--- src/logic/rename_macros.svh ---
// Size constants for the rename and commit subsystem, included by the package and all RTL
`ifndef RENAME_MACROS_SVH
`define RENAME_MACROS_SVH

// Architectural register file
`define REG_NUM 32
// Must hold REG_NUM-1
`define REG_IDX_LEN 5

// Width of every integer result
`define XLEN 32

// Reorder buffer entries
`define ROB_DEPTH 8
// Tag width, log2 of ROB_DEPTH
// Pointers wrap by plain overflow, so depth stays a power of two
`define ROB_IDX_LEN 3

`endif
--- src/logic/rename_pkg.sv ---
// Shared types for the rename and commit blocks, imported by every RTL module
`include "rename_macros.svh"

package rename_pkg;

    // Architectural register index
    typedef logic [`REG_IDX_LEN-1:0] reg_idx_t;

    // Reorder buffer tag, also the entry index
    typedef logic [`ROB_IDX_LEN-1:0] rob_idx_t;

    // Integer data word
    typedef logic [`XLEN-1:0] xlen_t;

    // Register status table entry
    // busy set while an in-flight instruction owns the register
    typedef struct packed {
        logic     busy;
        rob_idx_t rob_idx;
    } regstat_entry_t;

    // Reorder buffer entry
    // done set once the result has been written back
    typedef struct packed {
        logic     done;
        reg_idx_t rd;
        xlen_t    value;
    } rob_entry_t;

endpackage

--- src/logic/rename_commit_top.sv ---
// Rename and commit subsystem top: status table, reorder buffer, register file, operand selects
`timescale 1ns/1ns
`include "rename_macros.svh"

module rename_commit_top import rename_pkg::*; (
    input  logic     clk_i,
    input  logic     rst_n_i,
    input  logic     flush_i,
    // Issue
    input  logic     issue_valid_i,
    input  reg_idx_t issue_rd_i,
    input  reg_idx_t issue_rs1_i,
    input  reg_idx_t issue_rs2_i,
    output logic     issue_ready_o,
    output rob_idx_t issue_rob_idx_o,
    // Source 1
    output logic     rs1_ready_o,
    output xlen_t    rs1_value_o,
    output rob_idx_t rs1_tag_o,
    // Source 2
    output logic     rs2_ready_o,
    output xlen_t    rs2_value_o,
    output rob_idx_t rs2_tag_o,
    // Writeback
    input  logic     wb_valid_i,
    input  rob_idx_t wb_rob_idx_i,
    input  xlen_t    wb_value_i,
    // Commit
    output logic     comm_valid_o,
    output reg_idx_t comm_rd_o,
    output xlen_t    comm_value_o
);

    // Accepted issue strobe from the buffer
    logic     issue_accept;
    rob_idx_t comm_head_idx;

    logic     rs1_busy;
    rob_idx_t rs1_owner;
    logic     rs2_busy;
    rob_idx_t rs2_owner;

    logic     rob_rs1_done;
    xlen_t    rob_rs1_value;
    logic     rob_rs2_done;
    xlen_t    rob_rs2_value;

    xlen_t    rf_rs1_value;
    xlen_t    rf_rs2_value;

    reg_status u_reg_status (
        .clk_i               (clk_i),
        .rst_n_i             (rst_n_i),
        .flush_i             (flush_i),
        .issue_valid_i       (issue_accept),
        .issue_rd_idx_i      (issue_rd_i),
        .issue_rob_idx_i     (issue_rob_idx_o),
        .issue_rs1_idx_i     (issue_rs1_i),
        .issue_rs2_idx_i     (issue_rs2_i),
        .comm_valid_i        (comm_valid_o),
        .comm_rd_idx_i       (comm_rd_o),
        .comm_head_idx_i     (comm_head_idx),
        .issue_rs1_busy_o    (rs1_busy),
        .issue_rs1_rob_idx_o (rs1_owner),
        .issue_rs2_busy_o    (rs2_busy),
        .issue_rs2_rob_idx_o (rs2_owner)
    );

    // Read ports indexed by the owning tags from the status table
    reorder_buffer u_reorder_buffer (
        .clk_i           (clk_i),
        .rst_n_i         (rst_n_i),
        .flush_i         (flush_i),
        .alloc_valid_i   (issue_valid_i),
        .alloc_rd_i      (issue_rd_i),
        .alloc_ready_o   (issue_ready_o),
        .alloc_accept_o  (issue_accept),
        .alloc_idx_o     (issue_rob_idx_o),
        .wb_valid_i      (wb_valid_i),
        .wb_rob_idx_i    (wb_rob_idx_i),
        .wb_value_i      (wb_value_i),
        .rd1_tag_i       (rs1_owner),
        .rd2_tag_i       (rs2_owner),
        .rd1_done_o      (rob_rs1_done),
        .rd1_value_o     (rob_rs1_value),
        .rd2_done_o      (rob_rs2_done),
        .rd2_value_o     (rob_rs2_value),
        .comm_valid_o    (comm_valid_o),
        .comm_rd_o       (comm_rd_o),
        .comm_value_o    (comm_value_o),
        .comm_head_idx_o (comm_head_idx)
    );

    // Written by the committing head
    arch_regfile u_arch_regfile (
        .clk_i      (clk_i),
        .rst_n_i    (rst_n_i),
        .wr_en_i    (comm_valid_o),
        .wr_idx_i   (comm_rd_o),
        .wr_data_i  (comm_value_o),
        .rd1_idx_i  (issue_rs1_i),
        .rd2_idx_i  (issue_rs2_i),
        .rd1_data_o (rf_rs1_value),
        .rd2_data_o (rf_rs2_value)
    );

    operand_select u_rs1_select (
        .busy_i      (rs1_busy),
        .tag_i       (rs1_owner),
        .rob_done_i  (rob_rs1_done),
        .rob_value_i (rob_rs1_value),
        .rf_value_i  (rf_rs1_value),
        .ready_o     (rs1_ready_o),
        .value_o     (rs1_value_o),
        .tag_o       (rs1_tag_o)
    );

    operand_select u_rs2_select (
        .busy_i      (rs2_busy),
        .tag_i       (rs2_owner),
        .rob_done_i  (rob_rs2_done),
        .rob_value_i (rob_rs2_value),
        .rf_value_i  (rf_rs2_value),
        .ready_o     (rs2_ready_o),
        .value_o     (rs2_value_o),
        .tag_o       (rs2_tag_o)
    );

endmodule

--- src/logic/operand_select.sv ---
// Source operand resolution: register file value, reorder buffer value or pending tag
`timescale 1ns/1ns
`include "rename_macros.svh"

module operand_select import rename_pkg::*; (
    // From the status table
    input  logic     busy_i,
    input  rob_idx_t tag_i,
    // From the reorder buffer read port
    input  logic     rob_done_i,
    input  xlen_t    rob_value_i,
    // From the register file read port
    input  xlen_t    rf_value_i,
    // Resolved operand
    output logic     ready_o,
    output xlen_t    value_o,
    output rob_idx_t tag_o
);

    always_comb begin
        if (!busy_i) begin
            // Committed value
            ready_o = 1'b1;
            value_o = rf_value_i;
            tag_o   = '0;
        end else if (rob_done_i) begin
            // Produced but not yet committed
            ready_o = 1'b1;
            value_o = rob_value_i;
            tag_o   = '0;
        end else begin
            // Still in flight, consumer waits on this tag
            ready_o = 1'b0;
            value_o = '0;
            tag_o   = tag_i;
        end
    end

endmodule

--- src/logic/arch_regfile.sv ---
// Architectural register file written at commit, two read ports, register zero reads zero
`timescale 1ns/1ns
`include "rename_macros.svh"

module arch_regfile import rename_pkg::*; (
    input  logic     clk_i,
    input  logic     rst_n_i,
    // Commit write port
    input  logic     wr_en_i,
    input  reg_idx_t wr_idx_i,
    input  xlen_t    wr_data_i,
    // Source read ports
    input  reg_idx_t rd1_idx_i,
    input  reg_idx_t rd2_idx_i,
    output xlen_t    rd1_data_o,
    output xlen_t    rd2_data_o
);

    // No storage behind register zero
    xlen_t rf_q [1:`REG_NUM-1];

    always_ff @(posedge clk_i or negedge rst_n_i) begin
        if (!rst_n_i) begin
            for (int i = 1; i < `REG_NUM; i++) begin
                rf_q[i] <= '0;
            end
        end else if (wr_en_i && (wr_idx_i != '0)) begin
            // Writes to zero are dropped
            rf_q[wr_idx_i] <= wr_data_i;
        end
    end

    // Asynchronous reads
    assign rd1_data_o = (rd1_idx_i == '0) ? '0 : rf_q[rd1_idx_i];
    assign rd2_data_o = (rd2_idx_i == '0) ? '0 : rf_q[rd2_idx_i];

endmodule

--- src/logic/reorder_buffer.sv ---
// Circular reorder buffer: tail allocation, writeback by tag, operand reads and in-order commit
`timescale 1ns/1ns
`include "rename_macros.svh"

module reorder_buffer import rename_pkg::*; (
    input  logic     clk_i,
    input  logic     rst_n_i,
    input  logic     flush_i,
    // Allocation request from issue
    input  logic     alloc_valid_i,
    input  reg_idx_t alloc_rd_i,
    output logic     alloc_ready_o,
    output logic     alloc_accept_o,
    output rob_idx_t alloc_idx_o,
    // Result from an execution unit
    input  logic     wb_valid_i,
    input  rob_idx_t wb_rob_idx_i,
    input  xlen_t    wb_value_i,
    // Two operand read ports, indexed by tag
    input  rob_idx_t rd1_tag_i,
    input  rob_idx_t rd2_tag_i,
    output logic     rd1_done_o,
    output xlen_t    rd1_value_o,
    output logic     rd2_done_o,
    output xlen_t    rd2_value_o,
    // Head commit
    output logic     comm_valid_o,
    output reg_idx_t comm_rd_o,
    output xlen_t    comm_value_o,
    output rob_idx_t comm_head_idx_o
);

    // Occupancy when every entry is taken
    localparam logic [`ROB_IDX_LEN:0] ROB_FULL = `ROB_DEPTH;

    rob_entry_t rob_q [`ROB_DEPTH];

    rob_idx_t head_q;
    rob_idx_t tail_q;
    // One bit wider than a tag to tell full from empty
    logic [`ROB_IDX_LEN:0] count_q;

    logic full;
    logic empty;
    logic do_alloc;
    logic do_commit;

    assign full  = count_q == ROB_FULL;
    assign empty = count_q == '0;

    // Issue is accepted whenever a free entry exists
    assign alloc_ready_o  = !full;
    assign do_alloc       = alloc_valid_i && !full;
    assign alloc_accept_o = do_alloc;
    assign alloc_idx_o    = tail_q;

    // Head leaves as soon as its result is in
    assign do_commit       = !empty && rob_q[head_q].done;
    assign comm_valid_o    = do_commit;
    assign comm_rd_o       = rob_q[head_q].rd;
    assign comm_value_o    = rob_q[head_q].value;
    assign comm_head_idx_o = head_q;

    // Pointers and occupancy
    always_ff @(posedge clk_i or negedge rst_n_i) begin
        if (!rst_n_i) begin
            head_q  <= '0;
            tail_q  <= '0;
            count_q <= '0;
        end else if (flush_i) begin
            head_q  <= '0;
            tail_q  <= '0;
            count_q <= '0;
        end else begin
            if (do_alloc) begin
                tail_q <= tail_q + 1'b1;
            end
            if (do_commit) begin
                head_q <= head_q + 1'b1;
            end
            // Allocate and commit together leave the count unchanged
            case ({do_alloc, do_commit})
                2'b10:   count_q <= count_q + 1'b1;
                2'b01:   count_q <= count_q - 1'b1;
                default: count_q <= count_q;
            endcase
        end
    end

    // Entry storage
    always_ff @(posedge clk_i or negedge rst_n_i) begin
        if (!rst_n_i) begin
            for (int i = 0; i < `ROB_DEPTH; i++) begin
                rob_q[i] <= '0;
            end
        end else if (flush_i) begin
            // Stale done bits must not look like results later
            for (int i = 0; i < `ROB_DEPTH; i++) begin
                rob_q[i].done <= 1'b0;
            end
        end else begin
            // Fresh entry waits for its result
            if (do_alloc) begin
                rob_q[tail_q].done  <= 1'b0;
                rob_q[tail_q].rd    <= alloc_rd_i;
                rob_q[tail_q].value <= '0;
            end
            // Writeback may target any allocated entry, in any order
            if (wb_valid_i) begin
                rob_q[wb_rob_idx_i].done  <= 1'b1;
                rob_q[wb_rob_idx_i].value <= wb_value_i;
            end
        end
    end

    // Operand reads, no bypass of a same-cycle writeback
    // The committing head still answers here until the edge
    assign rd1_done_o  = rob_q[rd1_tag_i].done;
    assign rd1_value_o = rob_q[rd1_tag_i].value;
    assign rd2_done_o  = rob_q[rd2_tag_i].done;
    assign rd2_value_o = rob_q[rd2_tag_i].value;

endmodule

--- src/logic/reg_status.sv ---
// Register status table: busy bit and owning reorder buffer tag per architectural register
`timescale 1ns/1ns
`include "rename_macros.svh"

module reg_status import rename_pkg::*; (
    input  logic     clk_i,
    input  logic     rst_n_i,
    input  logic     flush_i,
    // Accepted issue, already qualified by the reorder buffer
    input  logic     issue_valid_i,
    input  reg_idx_t issue_rd_idx_i,
    input  rob_idx_t issue_rob_idx_i,
    input  reg_idx_t issue_rs1_idx_i,
    input  reg_idx_t issue_rs2_idx_i,
    // Commit of the reorder buffer head
    input  logic     comm_valid_i,
    input  reg_idx_t comm_rd_idx_i,
    input  rob_idx_t comm_head_idx_i,
    // Source lookups for the issuing instruction
    output logic     issue_rs1_busy_o,
    output rob_idx_t issue_rs1_rob_idx_o,
    output logic     issue_rs2_busy_o,
    output rob_idx_t issue_rs2_rob_idx_o
);

    regstat_entry_t regstat_q [`REG_NUM];

    // Issue marks rd busy, except for the zero register
    logic issue_set;
    // Commit frees rd only when the head is still its last writer
    logic comm_match;
    logic comm_clr;

    assign issue_set  = issue_valid_i && (issue_rd_idx_i != '0);
    assign comm_match = regstat_q[comm_rd_idx_i].rob_idx == comm_head_idx_i;
    // A same-cycle issue to the same register keeps it busy
    assign comm_clr   = comm_valid_i && comm_match &&
                        !(issue_set && (issue_rd_idx_i == comm_rd_idx_i));

    always_ff @(posedge clk_i or negedge rst_n_i) begin
        if (!rst_n_i) begin
            for (int i = 0; i < `REG_NUM; i++) begin
                regstat_q[i] <= '0;
            end
        end else if (flush_i) begin
            // Everything in flight is gone, values come from the register file again
            for (int i = 0; i < `REG_NUM; i++) begin
                regstat_q[i] <= '0;
            end
        end else begin
            if (comm_clr) begin
                regstat_q[comm_rd_idx_i].busy <= 1'b0;
            end
            // New owner of rd is the tail entry
            if (issue_set) begin
                regstat_q[issue_rd_idx_i].busy    <= 1'b1;
                regstat_q[issue_rd_idx_i].rob_idx <= issue_rob_idx_i;
            end
        end
    end

    // Read ports see the table before the edge
    // so rs equal to rd returns the previous owner
    assign issue_rs1_busy_o    = regstat_q[issue_rs1_idx_i].busy;
    assign issue_rs1_rob_idx_o = regstat_q[issue_rs1_idx_i].rob_idx;
    assign issue_rs2_busy_o    = regstat_q[issue_rs2_idx_i].busy;
    assign issue_rs2_rob_idx_o = regstat_q[issue_rs2_idx_i].rob_idx;

endmodule

--- config.mk ---
export PLATFORM = sky130hd
export DESIGN_NAME = rename_commit_top
export DESIGN_NICKNAME = d
export VERILOG_FILES = /design/src/logic/rename_pkg.sv /design/src/logic/rename_commit_top.sv /design/src/logic/operand_select.sv /design/src/logic/arch_regfile.sv /design/src/logic/reorder_buffer.sv /design/src/logic/reg_status.sv
export VERILOG_INCLUDE_DIRS = /design/src /design/src/logic
export SDC_FILE = /design/constraint.sdc
export NUM_CORES = 2
export LEC_CHECK = 0
export BUFFER_PORTS_ARGS = -buffer_cell sky130_fd_sc_hd__buf_4
export CAP_MARGIN = 20
export CORE_UTILIZATION = 55
export DETAILED_ROUTE_END_ITERATION = 6
export GPL_TIMING_DRIVEN = 1
export PLACE_DENSITY = 0.83
export REMOVE_ABC_BUFFERS = 1
export SLEW_MARGIN = 20
export SYNTH_ARGS = -nofsm -noshare
export SYNTH_HDL_FRONTEND = slang
export SYNTH_SLANG_ARGS = --single-unit
export TNS_END_PERCENT = 1
--- constraint.sdc ---
create_clock -name clk_i -period 10.5 [get_ports clk_i]
set_input_delay 1.05 -clock clk_i [delete_from_list [all_inputs] [get_ports clk_i]]
set_output_delay 1.05 -clock clk_i [all_outputs]
set_load 0.02 [all_outputs]
== Yosys cells after proc, flatten, opt, wreduce, memory -nomap -nowiden ==
Cells that the tools add are included.
Word-level totals
  flip-flop bits (word level): 1434
  input port bits: 55
  output and inout port bits: 114
  word-level logic and storage cells: 261
Operators by class
  $add $sub $neg: 4
  order comparisons: 13
  equal/unequal tests: 5
  multiplexer cells: 86
  bitwise logic cells: 9
  reductions and logical operators: 22
Operators by type and width (count)
  bitwise mux 304 bit: 5
  bitwise mux 992 bit: 1
  2-to-1 mux 304 bit: 3
  demux 38 bit (select 3 bit): 5
  2-to-1 mux 128 bit: 4
  2-to-1 mux 32 bit: 13
  bitwise mux 128 bit: 3
  binary-select mux 38 bit (select 3 bit): 3
  binary-select mux 32 bit (select 5 bit): 2
  2-to-1 mux 38 bit: 8
  demux 32 bit (select 5 bit): 1
  binary-select mux 4 bit (select 5 bit): 3
  demux 4 bit (select 5 bit): 3
  2-to-1 mux 37 bit: 1
  2-to-1 mux 3 bit: 11
  2-to-1 mux 4 bit: 7
  >= comparator 6 bit (second input constant): 4
  NOT 5 -> 6 bit: 4
  >= comparator 4 bit (second input constant): 5
  NOT 3 -> 4 bit: 5
  less-than comparator 6 x 1 -> 1 bit (second input constant): 2
  2-to-1 mux 1 bit: 12
  logical AND 1 bit: 11
  logical NOT 5 bit: 2
  other kinds (15): 21

== Depth between registers and ports, before layout ==
  word-level depth: 17
  depth in mapped cells: 15

== Hierarchy ==
From an unflattened synthesis, not the netlist that was laid out.
Second synthesis, totals
  cell total of the unflattened synthesis: 5703
  area, all modules: 80269.5 um^2
By module, submodules not included
  arch_regfile: instances 1, cells an instance 3628, area an instance 52945.8 um^2, sequential area each 24823.8 um^2
  reorder_buffer: instances 1, cells an instance 1198, area an instance 17971.0 um^2, sequential area each 7857.5 um^2
  reg_status: instances 1, cells an instance 779, area an instance 8471.9 um^2, sequential area each 3203.1 um^2
  operand_select: instances 2, cells an instance 49, area an instance 440.4 um^2, sequential area each 0.0 um^2

== Worst setup path after synthesis ==
OpenSTA, ideal clock, no wires.
  kind: input port to output port
  start point: input issue_rs1_i[0]
  end point: output rs1_value_o[0]
  arrival: 3.920 ns
  data required time: 9.450 ns
  slack: 5.530 ns
  stages: 11
  path buffers: 5
  cell sequence: buf_4 -> buf_6 -> buf_2 -> mux4_2 -> mux4_2 -> mux2i_1 -> mux2i_1 -> or2_1 -> clkbuf_1 -> buf_2 -> o22ai_1
Between the ends
  longest elaborated chain between the ends: 10
Ends and longest elaborated chain
  start, declared: line rename_commit_top.sv:12  | input reg_idx_t issue_rs1_i,
  NOT 5 -> 6 bit (not written as such): line arch_regfile.sv:34, reg_status.sv:64, reg_status.sv:65
  binary-select mux 4 bit (select 5 bit): line reg_status.sv:64, reg_status.sv:65
  2-to-1 mux 4 bit (not written as such) (2 in series): line reg_status.sv:64  | assign issue_rs1_busy_o = regstat_q[issue_rs1_idx_i].busy;
  NOT 3 -> 4 bit (not written as such): line reorder_buffer.sv:118, reorder_buffer.sv:119
  binary-select mux 38 bit (select 3 bit): line reorder_buffer.sv:118, reorder_buffer.sv:119
  2-to-1 mux 38 bit (not written as such) (2 in series): line reorder_buffer.sv:118  | assign rd1_done_o = rob_q[rd1_tag_i].done;
  2-to-1 mux 32 bit: line operand_select.sv:26  | end else if (rob_done_i) begin
  2-to-1 mux 32 bit *: line operand_select.sv:21  | if (!busy_i) begin
  end, declared: line rename_commit_top.sv:18  | output xlen_t rs1_value_o,
Every way passes the cells marked *; elsewhere a longest branch is shown, timed or not. The select of a mux whose other input is x is not followed.

== Worst setup path after layout ==
  start point: input issue_rs2_i[0]
  end point: output rs2_value_o[19]
Between the ends
  longest elaborated chain between the ends: 10
Ends and longest elaborated chain
  start, declared: line rename_commit_top.sv:13  | input reg_idx_t issue_rs2_i,
  NOT 5 -> 6 bit (not written as such): line arch_regfile.sv:35, reg_status.sv:66, reg_status.sv:67
  binary-select mux 4 bit (select 5 bit): line reg_status.sv:66, reg_status.sv:67
  2-to-1 mux 4 bit (not written as such) (2 in series): line reg_status.sv:66  | assign issue_rs2_busy_o = regstat_q[issue_rs2_idx_i].busy;
  NOT 3 -> 4 bit (not written as such): line reorder_buffer.sv:120, reorder_buffer.sv:121
  binary-select mux 38 bit (select 3 bit): line reorder_buffer.sv:120, reorder_buffer.sv:121
  2-to-1 mux 38 bit (not written as such) (2 in series): line reorder_buffer.sv:120  | assign rd2_done_o = rob_q[rd2_tag_i].done;
  2-to-1 mux 32 bit: line operand_select.sv:26
  2-to-1 mux 32 bit *: line operand_select.sv:21
  end, declared: line rename_commit_top.sv:22  | output xlen_t rs2_value_o,
Marked as above.

==> summary.txt <==
Run status
  – Status: finished, violations left
  – Violated checks: design-rule violations

STA
  – Final Cycle Share: 0.698
  – Setup violations, final: 0
  – Worst Max-Slew Pin Slew: approximately 1.2 ns
  – Fmax: about 140 MHz
  – WHS: approximately 0.19 ns
  – Slew Limit Fails: 0
  – RSZ-0062 raised after global routing: false
  – Post-route setup TNS: 0 ns
  – Final Hold Vio Count: 0
  – Final worst slack: between 3 and 4 ns
  – Max_slew headroom: 0.197
  – Clock period minus worst slack: around 7.3 ns
  – Post-Route Skew: between 0.03 and 0.04 ns

Logic synthesis
  – Asr flop ratio synth: 1.00
  – Post-synth cell types: slightly above 60
  – Most frequent cell after synthesis: dfrtp_1
  – Syn Inst Count: between 6,000 and 7,000
  – Mapped Avg Cell Area: between 10 and 15 sq um
  – Mapped Area: between 70,000 and 80,000 sq um
  – Top cells by area, synth: dfrtp_1 46%, mux4_2 21%, a21oi_1 4.7%, mux2i_1 3.6%, a22o_1 3.6%
  – Synth cell count leaders: 1,434 x dfrtp_1, 739 x a21oi_1, 730 x mux4_2
  – Yosys Warn Count: 0
  – Yosys top cell by area: dfrtp_1
  – Post-synth EDFFs: 0
  – Post-synth top area share: 0.458
  – FF+latch count, synth: around 1,400
  – Sequential share of the synthesized area: 0.458
  – Top_reg_cell synth: dfrtp_1

Final layout
  – Final #Nets: 6,642
  – Register cell area after layout: 35,900 sq um
  – Multi-input logic area: 39,900 sq um
  – Core Util, Final: 0.609
  – Share of cells above drive strength 1: 0.227
  – Layout fillers: a little over 10,000
  – Fin cells: 8,597
  – Post-route design area: 86,100 sq um
  – Area Growth Syn to Fin: 9.99%

Worst hold path
  – Hold/Removal Path Class: primary input to asynchronous set/reset pin

Routing
  – DR pass1 iterations: 7
  – Post-route ant nets: 0
  – DRC: 8
  – Drt initial violations: 9,973
  – WL final: between 200,000 and 300,000 um
  – Via count: ~64,000
  – Vias per cell: ~7.4
  – Routed wire per std cell: a little over 30 um

Place
  – Pre-CTS WS: around 3.5 ns
  – GP Congestion: about 0.95
  – # port buffers: ~170
  – Placed Cells: between 8,000 and 9,000
  – DP HPWL: 143,000 um
  – Dpl cell area: a little over 80,000 sq um

Clocking
  – TritonCTS clock tree: done
  – Hold_buf cts: 0
  – Num CTS Buffers: 150
  – Clock sinks: approximately 1,400
  – CTS resizes: 0
  – Clock buffer depth: 3
  – Clock transition at the registers of the reported paths: around 0.050 ns
  – # Post-CTS Setup Buffers: 0
  – Worst-Skew Late Latency: a little over 0.8 ns
  – Clk root buf: clkbuf_16
  – H-tree Lvls: 4

Setup path
  – Slowest cell on the critical path: buf_8
  – Crit path DAT: around 6.3 ns
  – FF-to-FF End: u_arch_regfile.rf_q[237]$_DFFE_PN0P_
  – Most frequent cell on the critical path: buf_4
  – Largest delay share family, worst path: buffers and inverters
  – CP endpoint kind: output port
  – Crit Path Max Fanout: 80
  – R2r startpoint: u_reorder_buffer.comm_head_idx_o[0]$_DFFE_PN0P_
  – Worst Path Buf+Inv: 4
  – CP startpoint kind: primary input
  – CP Cell Sequence: buf_8 > mux4_2 > mux4_2 > mux2i_4 > buf_4 > nor2b_1 > a211oi_1 > a21oi_1 > mux2i_1 > or2_2 > buf_4 > o22ai_1 > buf_4
  – Crit-path max cell delay: about 0.68 ns
  – R2R depth: 9
  – CP Class: primary input to output port
  – CP required: about 9.5 ns
  – Worst R2R Setup Slack: between 4 and 5 ns

Die
  – Top Ports: between 150 and 200
  – Die footprint: roughly 140,000 sq um
  – CORE AREA: 141,000 sq um
  – Site Rows: 138
  – Initial core utilization: 0.554
  – Vert. Die Dim: 379 um
  – Die W: about 380 um

Global route
  – Vias in the first global route: around 65,000
  – Pin count of the biggest net entering global routing: 181
  – Gr usage total: 0.364
  – Remaining global-route overflow: 0
  – First-pass GRT wire length: slightly below 400,000 um
  – Initial antenna violation count: 4

Power and ir drop
  – Pwr per Cell Area: around 160 nW/um^2
  – Pwr Total: between 10 and 15 mW
  – Worst VDD drop: ~0.00015 V
  – Leak Pwr: around 37 nW

Job
  – Max_cap viols: 0
[routing by layer]
metal	up-vias	routed length [um]	global-route usage
met5	-	0	0
met4	0	21900	0.259
met3	1470	36200	0.119
met2	5560	115000	0.531
met1	31657	86900	0.459
li1	25010	-	-
[power by group]
| part | leakage (nW) | internal, mW | switching [mW] |
|---|---|---|---|
| Combinational | 15.1 | 0.814 | 1.19 |
| Clock | 2.56 | 3.29 | 2.38 |
| Sequential | 19.7 | 5.92 | 0.385 |
| Total | 37.4 | 10.0 | 3.96 |
[sequential cells by signal, indices dropped and copies added, names as in the netlist]
name,flops
u_arch_regfile.rf_q,992
u_reorder_buffer.rob_q,304
u_reg_status.regstat_q,128
u_reorder_buffer.count_q,4
u_reorder_buffer.alloc_idx_o,3
u_reorder_buffer.comm_head_idx_o,3
[how the worst max path moves through the flow]
stage	to	slack, ns	startpoint	cells past startpoint
after floorplan	rs1_value_o[0]	0.87	issue_rs1_i[0]	7
after global placement	rs2_value_o[19]	3.59	issue_rs2_i[0]	13
after detailed placement	rs1_value_o[12]	3.49	issue_rs1_i[0]	13
after CTS	rs2_value_o[19]	3.42	issue_rs2_i[0]	13
after global routing	rs2_value_o[25]	3.11	issue_rs2_i[0]	13
final	rs2_value_o[19]	3.17	issue_rs2_i[0]	13
[cells in the final DEF, fill, tap and decap left out, types with 30 or more instances in the layout]
cell | netlist | layout
mux2i_1 | 285 | 247
clkbuf_8 | 0 | 32
nor2_1 | 628 | 610
clkbuf_1 | 543 | 30
nand2_1 | 593 | 579
clkbuf_16 | 0 | 152
a22o_1 | 320 | 320
a211oi_1 | 220 | 220
a21oi_1 | 739 | 733
nor2b_1 | 173 | 170
o21ai_0 | 492 | 492
and3_1 | 50 | 50
buf_4 | 9 | 294
mux2_2 | 105 | 105
o22ai_1 | 64 | 64
nand3_1 | 75 | 74
inv_1 | 50 | 50
mux4_2 | 730 | 730
mux2i_2 | 0 | 31
dfrtp_1 | 1434 | 1431
[cell families (layout without fill, tap and decap cells)]
family	count (synthesis)	after routing	synth area share
mux	1124	1124	0.263
flops	1434	1434	0.458
compound gates	1907	1907	0.149
other cells	0	2	0
xor+xnor	14	14	0.00200
fa+ha+maj	5	5	0.000895
simple gates	1578	1578	0.0866
buf+inv	798	643	0.0410
[layout make-up]
class,count,share of cell area
multi-input cells,4628,0.463
inverters,55,0.00243
clock inverters,61,0.0100
diodes,2,0.0000581
well taps,1890,0.0275
repair buffers,313,0.0298
flip-flops and latches,1434,0.417
clock buffers,214,0.0506
(Power assumes the default switching activity.)
